`src/common/regblk_pkg.sv`:
```
`default_nettype none

package regblk_pkg;

  localparam int ADDR_W = 16;
  localparam int DATA_W = 32;
  localparam int STRB_W = DATA_W / 8;

  typedef logic [ADDR_W-1:0] addr_t;
  typedef logic [DATA_W-1:0] data_t;
  typedef logic [STRB_W-1:0] strb_t;

  // Address map.
  localparam addr_t BASE_ADDR     = 16'h1000;
  localparam data_t DEFAULT_RDATA = 32'hDEAD_BEAF;

  localparam addr_t OFS_CTRL     = 16'h0000;
  localparam addr_t OFS_TRIG     = 16'h0004;
  localparam addr_t OFS_IRQ_STAT = 16'h0008;
  localparam addr_t OFS_IRQ_MASK = 16'h000C;
  localparam addr_t OFS_COUNT    = 16'h0010;

  typedef enum logic [2:0] {
    REG_CTRL,
    REG_TRIG,
    REG_IRQ_STAT,
    REG_IRQ_MASK,
    REG_COUNT,
    REG_NONE
  } reg_id_e;

  localparam int N_TRIG = 4;
  localparam int N_IRQ  = 4;
  localparam int CNT_W  = 8;

  typedef logic [N_TRIG-1:0] trig_t;
  typedef logic [N_IRQ-1:0]  irq_t;
  typedef logic [CNT_W-1:0]  cnt_t;

  // Control register: mode in 7:0, counter enable in bit 8.
  localparam data_t CTRL_RESET      = 32'h0000_0005;
  localparam data_t CTRL_MASK       = 32'h0000_01FF;
  localparam int    CTRL_CNT_EN_BIT = 8;

endpackage

`default_nettype wire

```
`src/regblk/apb_decoder.sv`:
```
`timescale 1ns/1ps
`default_nettype none

module apb_decoder (
  input  wire                      clk,
  input  wire                      i_rst_n,
  input  wire                      i_psel,
  input  wire                      i_penable,
  input  wire regblk_pkg::addr_t   i_paddr,
  input  wire                      i_pwrite,
  input  wire regblk_pkg::strb_t   i_pstrb,
  input  wire regblk_pkg::data_t   i_pwdata,
  input  wire regblk_pkg::data_t   i_ctrl,
  input  wire regblk_pkg::irq_t    i_irq_stat,
  input  wire regblk_pkg::irq_t    i_irq_mask,
  input  wire regblk_pkg::cnt_t    i_count,
  output logic                     o_pready,
  output regblk_pkg::data_t        o_prdata,
  output logic                     o_pslverr,
  output logic                     o_wr_en,
  output regblk_pkg::reg_id_e      o_wr_id,
  output regblk_pkg::data_t        o_wr_data,
  output regblk_pkg::data_t        o_wr_bmask
);

  import regblk_pkg::*;

  addr_t   offset;
  reg_id_e reg_id;
  logic    access;
  logic    err;

  assign offset = i_paddr - BASE_ADDR;

  always_comb begin
    case (offset)
      OFS_CTRL:     reg_id = REG_CTRL;
      OFS_TRIG:     reg_id = REG_TRIG;
      OFS_IRQ_STAT: reg_id = REG_IRQ_STAT;
      OFS_IRQ_MASK: reg_id = REG_IRQ_MASK;
      OFS_COUNT:    reg_id = REG_COUNT;
      default:      reg_id = REG_NONE;
    endcase
  end

  assign access = i_psel && i_penable;

  // COUNT is read-only, TRIG is write-only.
  assign err = (reg_id == REG_NONE) ||
               (i_pwrite && (reg_id == REG_COUNT)) ||
               (!i_pwrite && (reg_id == REG_TRIG));

  assign o_pready  = i_psel;
  assign o_pslverr = access && err;

  always_comb begin
    case (reg_id)
      REG_CTRL:     o_prdata = i_ctrl;
      REG_IRQ_STAT: o_prdata = data_t'(i_irq_stat);
      REG_IRQ_MASK: o_prdata = data_t'(i_irq_mask);
      REG_COUNT:    o_prdata = data_t'(i_count);
      REG_TRIG:     o_prdata = '0;
      default:      o_prdata = DEFAULT_RDATA;
    endcase
  end

  assign o_wr_en   = access && i_pwrite && !err;
  assign o_wr_id   = reg_id;
  assign o_wr_data = i_pwdata;

  always_comb begin
    for (int b = 0; b < STRB_W; b++) begin
      o_wr_bmask[b*8 +: 8] = {8{i_pstrb[b]}};
    end
  end

  // Access phase is always preceded by selection.
  a_penable_needs_psel: assert property (
    @(posedge clk) disable iff (!i_rst_n) i_penable |-> i_psel
  );

endmodule

`default_nettype wire

```
`src/regblk/ctrl_regs.sv`:
```
`timescale 1ns/1ps
`default_nettype none

module ctrl_regs (
  input  wire                       clk,
  input  wire                       i_rst_n,
  input  wire                       i_wr_en,
  input  wire regblk_pkg::reg_id_e  i_wr_id,
  input  wire regblk_pkg::data_t    i_wr_data,
  input  wire regblk_pkg::data_t    i_wr_bmask,
  output regblk_pkg::data_t         o_ctrl,
  output regblk_pkg::trig_t         o_trigger
);

  import regblk_pkg::*;

  data_t ctrl_q;
  data_t ctrl_bits;
  trig_t trig_q;
  logic  ctrl_wr;
  logic  trig_wr;

  assign ctrl_wr   = i_wr_en && (i_wr_id == REG_CTRL);
  assign trig_wr   = i_wr_en && (i_wr_id == REG_TRIG);
  assign ctrl_bits = CTRL_MASK & i_wr_bmask;

  always_ff @(posedge clk or negedge i_rst_n) begin
    if (!i_rst_n) begin
      ctrl_q <= CTRL_RESET;
    end else if (ctrl_wr) begin
      ctrl_q <= (ctrl_q & ~ctrl_bits) | (i_wr_data & ctrl_bits);
    end
  end

  // Pulses last one cycle after the write.
  always_ff @(posedge clk or negedge i_rst_n) begin
    if (!i_rst_n) begin
      trig_q <= '0;
    end else if (trig_wr) begin
      trig_q <= i_wr_data[N_TRIG-1:0];
    end else begin
      trig_q <= '0;
    end
  end

  assign o_ctrl    = ctrl_q;
  assign o_trigger = trig_q;

  a_trigger_single_cycle: assert property (
    @(posedge clk) disable iff (!i_rst_n)
    ((o_trigger != '0) && !trig_wr) |=> (o_trigger == '0)
  );

endmodule

`default_nettype wire

```
`src/regblk/irq_status.sv`:
```
`timescale 1ns/1ps
`default_nettype none

module irq_status (
  input  wire                       clk,
  input  wire                       i_rst_n,
  input  wire                       i_wr_en,
  input  wire regblk_pkg::reg_id_e  i_wr_id,
  input  wire regblk_pkg::data_t    i_wr_data,
  input  wire regblk_pkg::data_t    i_wr_bmask,
  input  wire regblk_pkg::irq_t     i_irq_set,
  output regblk_pkg::irq_t          o_irq_stat,
  output regblk_pkg::irq_t          o_irq_mask,
  output logic                      o_irq
);

  import regblk_pkg::*;

  irq_t stat_q;
  irq_t mask_q;
  irq_t clr;
  irq_t wbits;

  assign wbits = i_wr_bmask[N_IRQ-1:0];

  always_comb begin
    clr = '0;
    if (i_wr_en && (i_wr_id == REG_IRQ_STAT)) begin
      clr = i_wr_data[N_IRQ-1:0] & wbits;
    end
  end

  // Hardware set wins over a clear in the same cycle.
  always_ff @(posedge clk or negedge i_rst_n) begin
    if (!i_rst_n) begin
      stat_q <= '0;
    end else begin
      stat_q <= (stat_q & ~clr) | i_irq_set;
    end
  end

  always_ff @(posedge clk or negedge i_rst_n) begin
    if (!i_rst_n) begin
      mask_q <= '0;
    end else if (i_wr_en && (i_wr_id == REG_IRQ_MASK)) begin
      mask_q <= (mask_q & ~wbits) | (i_wr_data[N_IRQ-1:0] & wbits);
    end
  end

  assign o_irq_stat = stat_q;
  assign o_irq_mask = mask_q;
  assign o_irq      = |(stat_q & mask_q);

  a_set_reaches_status: assert property (
    @(posedge clk) disable iff (!i_rst_n)
    (i_irq_set != '0) |=> ((o_irq_stat & $past(i_irq_set)) == $past(i_irq_set))
  );

endmodule

`default_nettype wire

```
`src/regblk/event_counter.sv`:
```
`timescale 1ns/1ps
`default_nettype none

module event_counter (
  input  wire                     clk,
  input  wire                     i_rst_n,
  input  wire                     i_enable,
  input  wire                     i_clear,
  input  wire                     i_up,
  input  wire                     i_down,
  output regblk_pkg::cnt_t        o_count
);

  import regblk_pkg::*;

  cnt_t count_q;

  // Clear first, then a single-direction step; wraps modulo 256.
  always_ff @(posedge clk or negedge i_rst_n) begin
    if (!i_rst_n) begin
      count_q <= '0;
    end else if (i_clear) begin
      count_q <= '0;
    end else if (i_enable && i_up && !i_down) begin
      count_q <= count_q + cnt_t'(1);
    end else if (i_enable && i_down && !i_up) begin
      count_q <= count_q - cnt_t'(1);
    end
  end

  assign o_count = count_q;

  a_hold_when_disabled: assert property (
    @(posedge clk) disable iff (!i_rst_n)
    (!i_clear && !i_enable) |=> $stable(o_count)
  );

endmodule

`default_nettype wire

```
`src/regblk/regblk_top.sv`:
```
`timescale 1ns/1ps
`default_nettype none

module regblk_top (
  input  wire                     clk,
  input  wire                     i_rst_n,
  input  wire                     i_psel,
  input  wire                     i_penable,
  input  wire regblk_pkg::addr_t  i_paddr,
  input  wire                     i_pwrite,
  input  wire regblk_pkg::strb_t  i_pstrb,
  input  wire regblk_pkg::data_t  i_pwdata,
  output logic                    o_pready,
  output regblk_pkg::data_t       o_prdata,
  output logic                    o_pslverr,
  input  wire regblk_pkg::irq_t   i_irq_set,
  input  wire                     i_cnt_up,
  input  wire                     i_cnt_down,
  output regblk_pkg::data_t       o_ctrl,
  output regblk_pkg::trig_t       o_trigger,
  output logic                    o_irq,
  output regblk_pkg::cnt_t        o_count
);

  import regblk_pkg::*;

  logic    wr_en;
  reg_id_e wr_id;
  data_t   wr_data;
  data_t   wr_bmask;
  irq_t    irq_stat;
  irq_t    irq_mask;

  apb_decoder apb_decoder_i (
    .clk        (clk),
    .i_rst_n    (i_rst_n),
    .i_psel     (i_psel),
    .i_penable  (i_penable),
    .i_paddr    (i_paddr),
    .i_pwrite   (i_pwrite),
    .i_pstrb    (i_pstrb),
    .i_pwdata   (i_pwdata),
    .i_ctrl     (o_ctrl),
    .i_irq_stat (irq_stat),
    .i_irq_mask (irq_mask),
    .i_count    (o_count),
    .o_pready   (o_pready),
    .o_prdata   (o_prdata),
    .o_pslverr  (o_pslverr),
    .o_wr_en    (wr_en),
    .o_wr_id    (wr_id),
    .o_wr_data  (wr_data),
    .o_wr_bmask (wr_bmask)
  );

  ctrl_regs ctrl_regs_i (
    .clk        (clk),
    .i_rst_n    (i_rst_n),
    .i_wr_en    (wr_en),
    .i_wr_id    (wr_id),
    .i_wr_data  (wr_data),
    .i_wr_bmask (wr_bmask),
    .o_ctrl     (o_ctrl),
    .o_trigger  (o_trigger)
  );

  irq_status irq_status_i (
    .clk        (clk),
    .i_rst_n    (i_rst_n),
    .i_wr_en    (wr_en),
    .i_wr_id    (wr_id),
    .i_wr_data  (wr_data),
    .i_wr_bmask (wr_bmask),
    .i_irq_set  (i_irq_set),
    .o_irq_stat (irq_stat),
    .o_irq_mask (irq_mask),
    .o_irq      (o_irq)
  );

  // Enable from the control register, clear from trigger bit 0.
  event_counter event_counter_i (
    .clk      (clk),
    .i_rst_n  (i_rst_n),
    .i_enable (o_ctrl[CTRL_CNT_EN_BIT]),
    .i_clear  (o_trigger[0]),
    .i_up     (i_cnt_up),
    .i_down   (i_cnt_down),
    .o_count  (o_count)
  );

endmodule

`default_nettype wire

```
`config.mk`:
```
export PLATFORM = sky130hd
export DESIGN_NAME = regblk_top
export DESIGN_NICKNAME = d
export VERILOG_FILES = /design/src/common/regblk_pkg.sv /design/src/regblk/apb_decoder.sv /design/src/regblk/ctrl_regs.sv /design/src/regblk/irq_status.sv /design/src/regblk/event_counter.sv /design/src/regblk/regblk_top.sv
export SDC_FILE = /design/constraint.sdc
export NUM_CORES = 1
export LEC_CHECK = 0
export ABC_AREA = 1
export BUFFER_PORTS_ARGS = -buffer_cell sky130_fd_sc_hd__buf_2
export CORE_ASPECT_RATIO = 2
export CORE_MARGIN = 8
export CORE_UTILIZATION = 44
export CTS_CLUSTER_SIZE = 12
export DETAILED_ROUTE_END_ITERATION = 16
export PLACE_DENSITY = 0.8
export SYNTH_ARGS = -nofsm -noshare
export SYNTH_HDL_FRONTEND = slang
export SYNTH_SLANG_ARGS = --single-unit
```
`constraint.sdc`:
```
create_clock -name clk -period 2.02 [get_ports clk]
set_input_delay 0.202 -clock clk [delete_from_list [all_inputs] [get_ports clk]]
set_output_delay 0.202 -clock clk [all_outputs]
set_load 0.05 [all_outputs]
```
**Yosys cells after proc, flatten, opt, wreduce, memory -nomap -nowiden**

Cells that the tools add are included.

- Output and inout port bits: 79
- Logic and storage cells: 60
- Flip-flop bits (word level): 52
- Bits of input ports: 63

- Equality and inequality tests: 9
- Bitwise logic cells: 12
- Reductions and logical operators: 24
- Add/sub/neg operators: 3
- Mux-type cells: 7

Operators by type and width:

| kind | number |
|---|---|
| 32-bit case mux with 5 select lines | 1 |
| 32-bit bitwise AND | 1 |
| 32-bit by 9-bit bitwise AND with 32-bit output | 1 |
| 16-bit by 4-bit equality test with 1-bit output (second input constant) | 2 |
| 9-bit NOT with 32-bit output | 1 |
| 32-bit bitwise OR | 1 |
| 8-bit two-way mux | 3 |
| 4-bit bitwise AND | 4 |
| 16-bit by 3-bit equality test with 1-bit output (second input constant) | 1 |
| 16-bit by 5-bit equality test with 1-bit output (second input constant) | 1 |
| 16-bit logical NOT | 1 |
| 16-bit by 13-bit subtractor with 16-bit output (second input constant) | 1 |
| 3-bit case mux with 5 select lines | 1 |
| 1-bit logical AND | 14 |
| 8-bit by 1-bit adder with 8-bit output (second input constant) | 1 |
| 4-bit two-way mux | 2 |
| 4-bit NOT | 2 |
| 4-bit bitwise OR | 2 |
| 8-bit by 1-bit subtractor with 8-bit output (second input constant) | 1 |
| 3-bit by 2-bit equality test with 1-bit output (second input constant) | 2 |
| 3-bit equality test (second input constant) | 2 |
| 1-bit logical NOT | 4 |
| 4-bit OR reduction | 1 |
| 3-bit by 1-bit equality test with 1-bit output (second input constant) | 1 |
| 3 further kinds | 4 |

**Depth between registers and ports, before layout**

- Word-level depth: 14
- Mapped depth: 11
- Mapped depth without buffers: 11

**Modules after synthesis**

Synthesis repeated with hierarchy kept, for this count alone.

- Cell total of the unflattened synthesis: 461
- Area total of the unflattened synthesis: 3032.9 µm²

Modules (own cells, without submodules):

| module | area each (µm²) | cells each | times used | seq. area each (µm²) |
|---|---|---|---|---|
| apb_decoder | 1166.1 | 219 | 1 | 0.0 |
| ctrl_regs | 764.5 | 87 | 1 | 327.8 |
| event_counter | 666.9 | 93 | 1 | 200.2 |
| irq_status | 435.4 | 62 | 1 | 200.2 |

**Worst setup path before layout**

No wires, ideal clock.

- Path kind: reg2out
- Start point: register event_counter_i.count_q[4] (netlist: event_counter_i.o_count[4])
- End point: output o_prdata[4]
- Slack: -0.032 ns
- Data arrival time: 1.850 ns
- Cell stages (with the launch flop): 3
- Path buffers: 0
- Required time: 1.818 ns
- Cell sequence: dfrtp_1 inv_1 o21ai_0

- Longest elaborated chain between the ends: 1

RTL lines:

| element | RTL line | source |
|---|---|---|
| from (decl) | event_counter.sv:16 | `cnt_t count_q;` |
| from (signal assigned) | event_counter.sv:25 | `count_q <= count_q + cnt_t'(1);` |
| from (signal assigned) | event_counter.sv:27 | `count_q <= count_q - cnt_t'(1);` |
| 32-bit case mux with 5 select lines | apb_decoder.sv:57 | `case (reg_id)` |
| to (decl) | regblk_top.sv:14 | `output regblk_pkg::data_t o_prdata,` |

Every way passes these cells.

**Final worst setup path**

- Start point: input i_paddr[5]
- End point: output o_prdata[1]

- Longest elaborated chain between the ends: 5
- Elaborated cells between the ends (all ways): 13
- Classes of those cells: add/sub (1); eq/ne (8); mux (2); reduce/logical (2)

RTL lines:

| element | RTL line | source |
|---|---|---|
| from (decl) | regblk_top.sv:9 | `input wire regblk_pkg::addr_t i_paddr,` |
| 16-bit by 13-bit subtractor with 16-bit output * | apb_decoder.sv:33 | `assign offset = i_paddr - BASE_ADDR;` |
| 16-bit by 5-bit equality test with 1-bit output (tied with other cells) | apb_decoder.sv:36 | `case (offset)` |
| 3-bit case mux with 5 select lines * | apb_decoder.sv:36 |  |
| 3-bit by 1-bit equality test with 1-bit output (tied with other cells) | apb_decoder.sv:57 |  |
| 32-bit case mux with 5 select lines * | apb_decoder.sv:57 |  |

Mark *: on every way between the ends. The rest lies on a longest branch, timed or not.

==> run summary <==
The category of cells accounting for the largest share of critical-path delay is simple AND/OR/NAND/NOR gates. Dividing total power by cell area gives a power density of between 400 and 500 nW/um^2. The pin slew with the least headroom to its limit came out at 674 ps.

The worst hold path belongs to the class input port to flop. Yosys mapped a number of flops with a built-in enable equal to 0. Clock tree synthesis found a total of 29 sinks. The number of top-level pins came out at 142.

The share of the clock period used by the worst path after layout is 95.7%. The most frequent cell after synthesis is nand2_1. The via count normalized by instance count is 5.01. The via count of the first global-routing pass was 2290. The number of detailed-route iterations in the first pass is 4. Global routing consumed, over all layers together, between 10% and 20% of the routing resources. The synthesized design devotes to its leading area cell type 29.0% of total area. The depth of the most critical reg-to-reg path is 8.

The initial antenna violation count is 0. Of the total power, the share spent switching nets is between 30% and 40%. The number of buffers created by CTS is 5.

Of the cells placed in the final design, the portion with a size suffix greater than 1 is 29.2%. The peak ir drop on the vdd network came out at 0.000431 V. The area of combinational cells with multiple inputs is 1140 sq um. The worst max-slew margin expressed relative to the limit is 55.1%. The number of port buffers is 87.

The leakage dissipation is 1.56 nW. The endpoint kind of the worst setup timing path is a primary output. dfrtp_1 takes more of the synthesized area than any other cell. In this run the clock root is driven by a clkbuf_8. Of all flip-flops after synthesis, the portion carrying an async set or reset was 100%. The number of nets with antenna violations after routing is 0.

The worst register-to-register path ends at event_counter_i.o_count[4]$_DFFE_PN0P_. The clock power share is between 30% and 40%. The finished cells cover 2750 sq um. The floorplan step set the die width to 67.5 um.

The synthesized netlist contains 30 unique library cells. The global-route wire length before repair is 10300 um. The flow ran to the end, and the final reports show no timing, DRC or antenna violations. Setup violations remaining at the end of the flow were counted as 0. Sequential cells account for 46.0% of the total power. The die covers roughly 8000 sq um.

The number of antenna diodes in the final layout is 0. Max-cap violations in this run came to 0. The standard cell core area is ~5100 sq um. The total congestion overflow came out at 0.

The slack of the worst reg-to-reg path came out at 310 ps. The kind of start point of the critical path is an input port. The final count of hold timing violations is 0.

From bottom edge to top edge, the die measures between 100 and 150 um. The synthesized area per cell is 7.19 sq um. Combinational logic is responsible for 17.1% of the overall power. The worst setup path is of the input port to primary output kind. In the synthesized netlist, the cells that appear most often are nand2_1 (85), buf_4 (48), inv_1 (46), nor2_1 (29), dfrtp_1 (27). The critical path contains buffers and inverters numbering 3 combined. The completed layout was analyzed and its total power is 1.26 mW. The cell area reported after detailed placement is approximately 2600 sq um. In the final layout, flip-flops and latches occupy about 730 sq um. The number of warning messages in the yosys log came out at 0. The iteration-0 DRC count of the detailed router is 71.

The critical-path maximum fanout came out at 6. Counting instances, the worst hold path has a depth of 3. From synthesis to final layout, the design area changed by 17.9%. The total wire length is roughly 6800 um. The logic depth of the worst setup path including buffers came out at 10.

The final sum of negative setup slack is 0 ps. The net total in the final layout is 476. The analysis attributes to net switching a power of roughly 0.41 mW. For this run, the leading register cell type out of synthesis is dfrtp_1. By area the synthesized netlist is led by dfrtp_1 (29%), buf_4 (15%), nand2_1 (14%).

The largest individual stage delay along the critical path comes from the cell or2_4. The clock latency of the later-clocked register in the worst-skew pair is roughly 290 ps. The maximum root-to-sink buffer count is 2. Traced cell by cell, the critical path runs through buf_2 > or2_4 > nor2_8 > nand3_1 > nand2_1 > nand2_1 > nand2_2 > buf_4 > nand4_1 > buf_2. The shortest period the worst path allows came out at 1930 ps. The critical path starts at i_paddr[5]. Counting flops and latches in the post-synthesis netlist gives 29. For this run, the top clock speed supported by timing is 517 MHz. In this design, the stage delay of the slowest critical-path cell is ~270 ps.

TritonCTS built the clock tree. After clock tree synthesis, the clock-pin slew on the worst setup and hold paths is 60 ps. The routed layout has 2329 vias.

The number of core rows is 37. The worst hold margin came out at 99.4 ps. The cell area after technology mapping is 2330 sq um.

The cell-internal power came out at 0.856 mW. The final setup skew is about 5.3 ps. In the final routed layout, each cell accounts on average for 14.6 um. The arrival time at the worst endpoint is 1730 ps. Counting every instance in the synthesized netlist gives 324. The placed wire-length estimate after detailed placement came out at 5620 um. Routability-driven placement finished with a final weighted congestion of 0.897. The critical path required time is 1820 ps. The H-tree level count came out at 2.

Cells fill between 50 and 60% of the core in the end. The most critical setup path has its endpoint at o_prdata[1]. The starting utilization of the core area is 45.4%. The register area share after synthesis came out at 31.2%. For this run, design rule violations remaining after detail routing come to 0.

The largest net degree at the start of global routing is 30. The reg-to-reg critical path startpoint is event_counter_i.o_count[0]$_DFFE_PN0P_. The final-layout fill cell count is 526. The max-slew violation count came to 0.
==> repair_timing <==
action / 4_1_cts / 5_1_grt
hold endpoints to repair: 27 / 0
buffers inserted: 0 / 2
hold buffers: 1 / 0
resized for setup: 0 / 3
setup endpoints to repair: 0 / 17
==> area by class of cell <==
| type | instances | share of cell area (%) |
|---|---|---|
| Clock inverter | 2 | 0.364 |
| Tap cell | 58 | 2.64 |
| Multi-Input combinational cell | 225 | 41.5 |
| Timing Repair Buffer | 97 | 19.6 |
| Inverter | 47 | 6.55 |
| Sequential cell | 29 | 26.5 |
| Clock buffer | 6 | 2.64 |
| Timing Repair inverter | 1 | 0.273 |
==> layout by cell type, fill, tap and decap left out, types with 4 or more instances in the layout <==
cell type,netlist,layout
a21oi_1,8,8
buf_2,0,87
buf_4,48,7
clkbuf_8,0,5
conb_1,1,29
dfrtp_1,27,27
ha_1,6,6
inv_1,46,45
nand2_1,85,84
nand3_1,20,20
nand4_1,18,18
nor2_1,29,29
nor2_4,4,4
o21ai_0,6,5
o22ai_1,4,4
==> through the flow <==
step	instances	setup slack [ps]
final	465	86.2
after floorplan	352	27.0
after CTS	462	115
after detailed placement	453	130
after global routing	465	-12.6
after global placement	453	114
==> power groups by stage <==
stage	combinational (mW)	sequential [mW]	clock (mW)
2_1_floorplan	0.196	0.592	0
5_1_grt	0.229	0.581	0.500
4_1_cts	0.214	0.581	0.473
3_5_place_dp	0.212	0.592	0
3_3_place_gp	0.210	0.592	0
6_report	0.216	0.581	0.466
==> cells by family after synthesis <==
logic type                 synth area share, %
and+or+nand+nor                           33.3
buffers and inverters                     24.5
DFF                                       31.2
AOI/OAI and AO/OA                         6.33
adders and majority gates                 4.08
xor gates and xnor gates                 0.376
other                                    0.161
==> worst reg2reg max path: stages, from the launching register on <==
cell	delay [ps]
dfrtp_1	440
inv_1	110
fa_1	440
inv_1	80
nand2_1	70
a21oi_1	200
o21ai_0	110
nand2_1	80
o22ai_1	60
==> how the worst min path moves through the flow <==
stage	start	endpoint	slack, ps
6_report	i_irq_set[2]	irq_status_i.o_irq_stat[2]$_DFF_PN0_	100
3_5_place_dp	i_rst_n	irq_status_i.o_irq_stat[1]$_DFF_PN0_	270
2_1_floorplan	i_rst_n	async pin	-90
3_3_place_gp	i_rst_n	irq_status_i.o_irq_stat[1]$_DFF_PN0_	260
4_1_cts	i_irq_set[1]	irq_status_i.o_irq_stat[1]$_DFF_PN0_	100
5_1_grt	i_irq_set[0]	irq_status_i.o_irq_stat[0]$_DFF_PN0_	110
==> layer usage <==
layer | part of all wire (%) | GRT usage, %
met5 | 0 | 0
met4 | 4.0 | 9.35
met3 | 9.9 | 3.47
met2 | 54 | 30.6
met1 | 32 | 14.3
No activity file was read; power rests on OpenSTA's default activity.
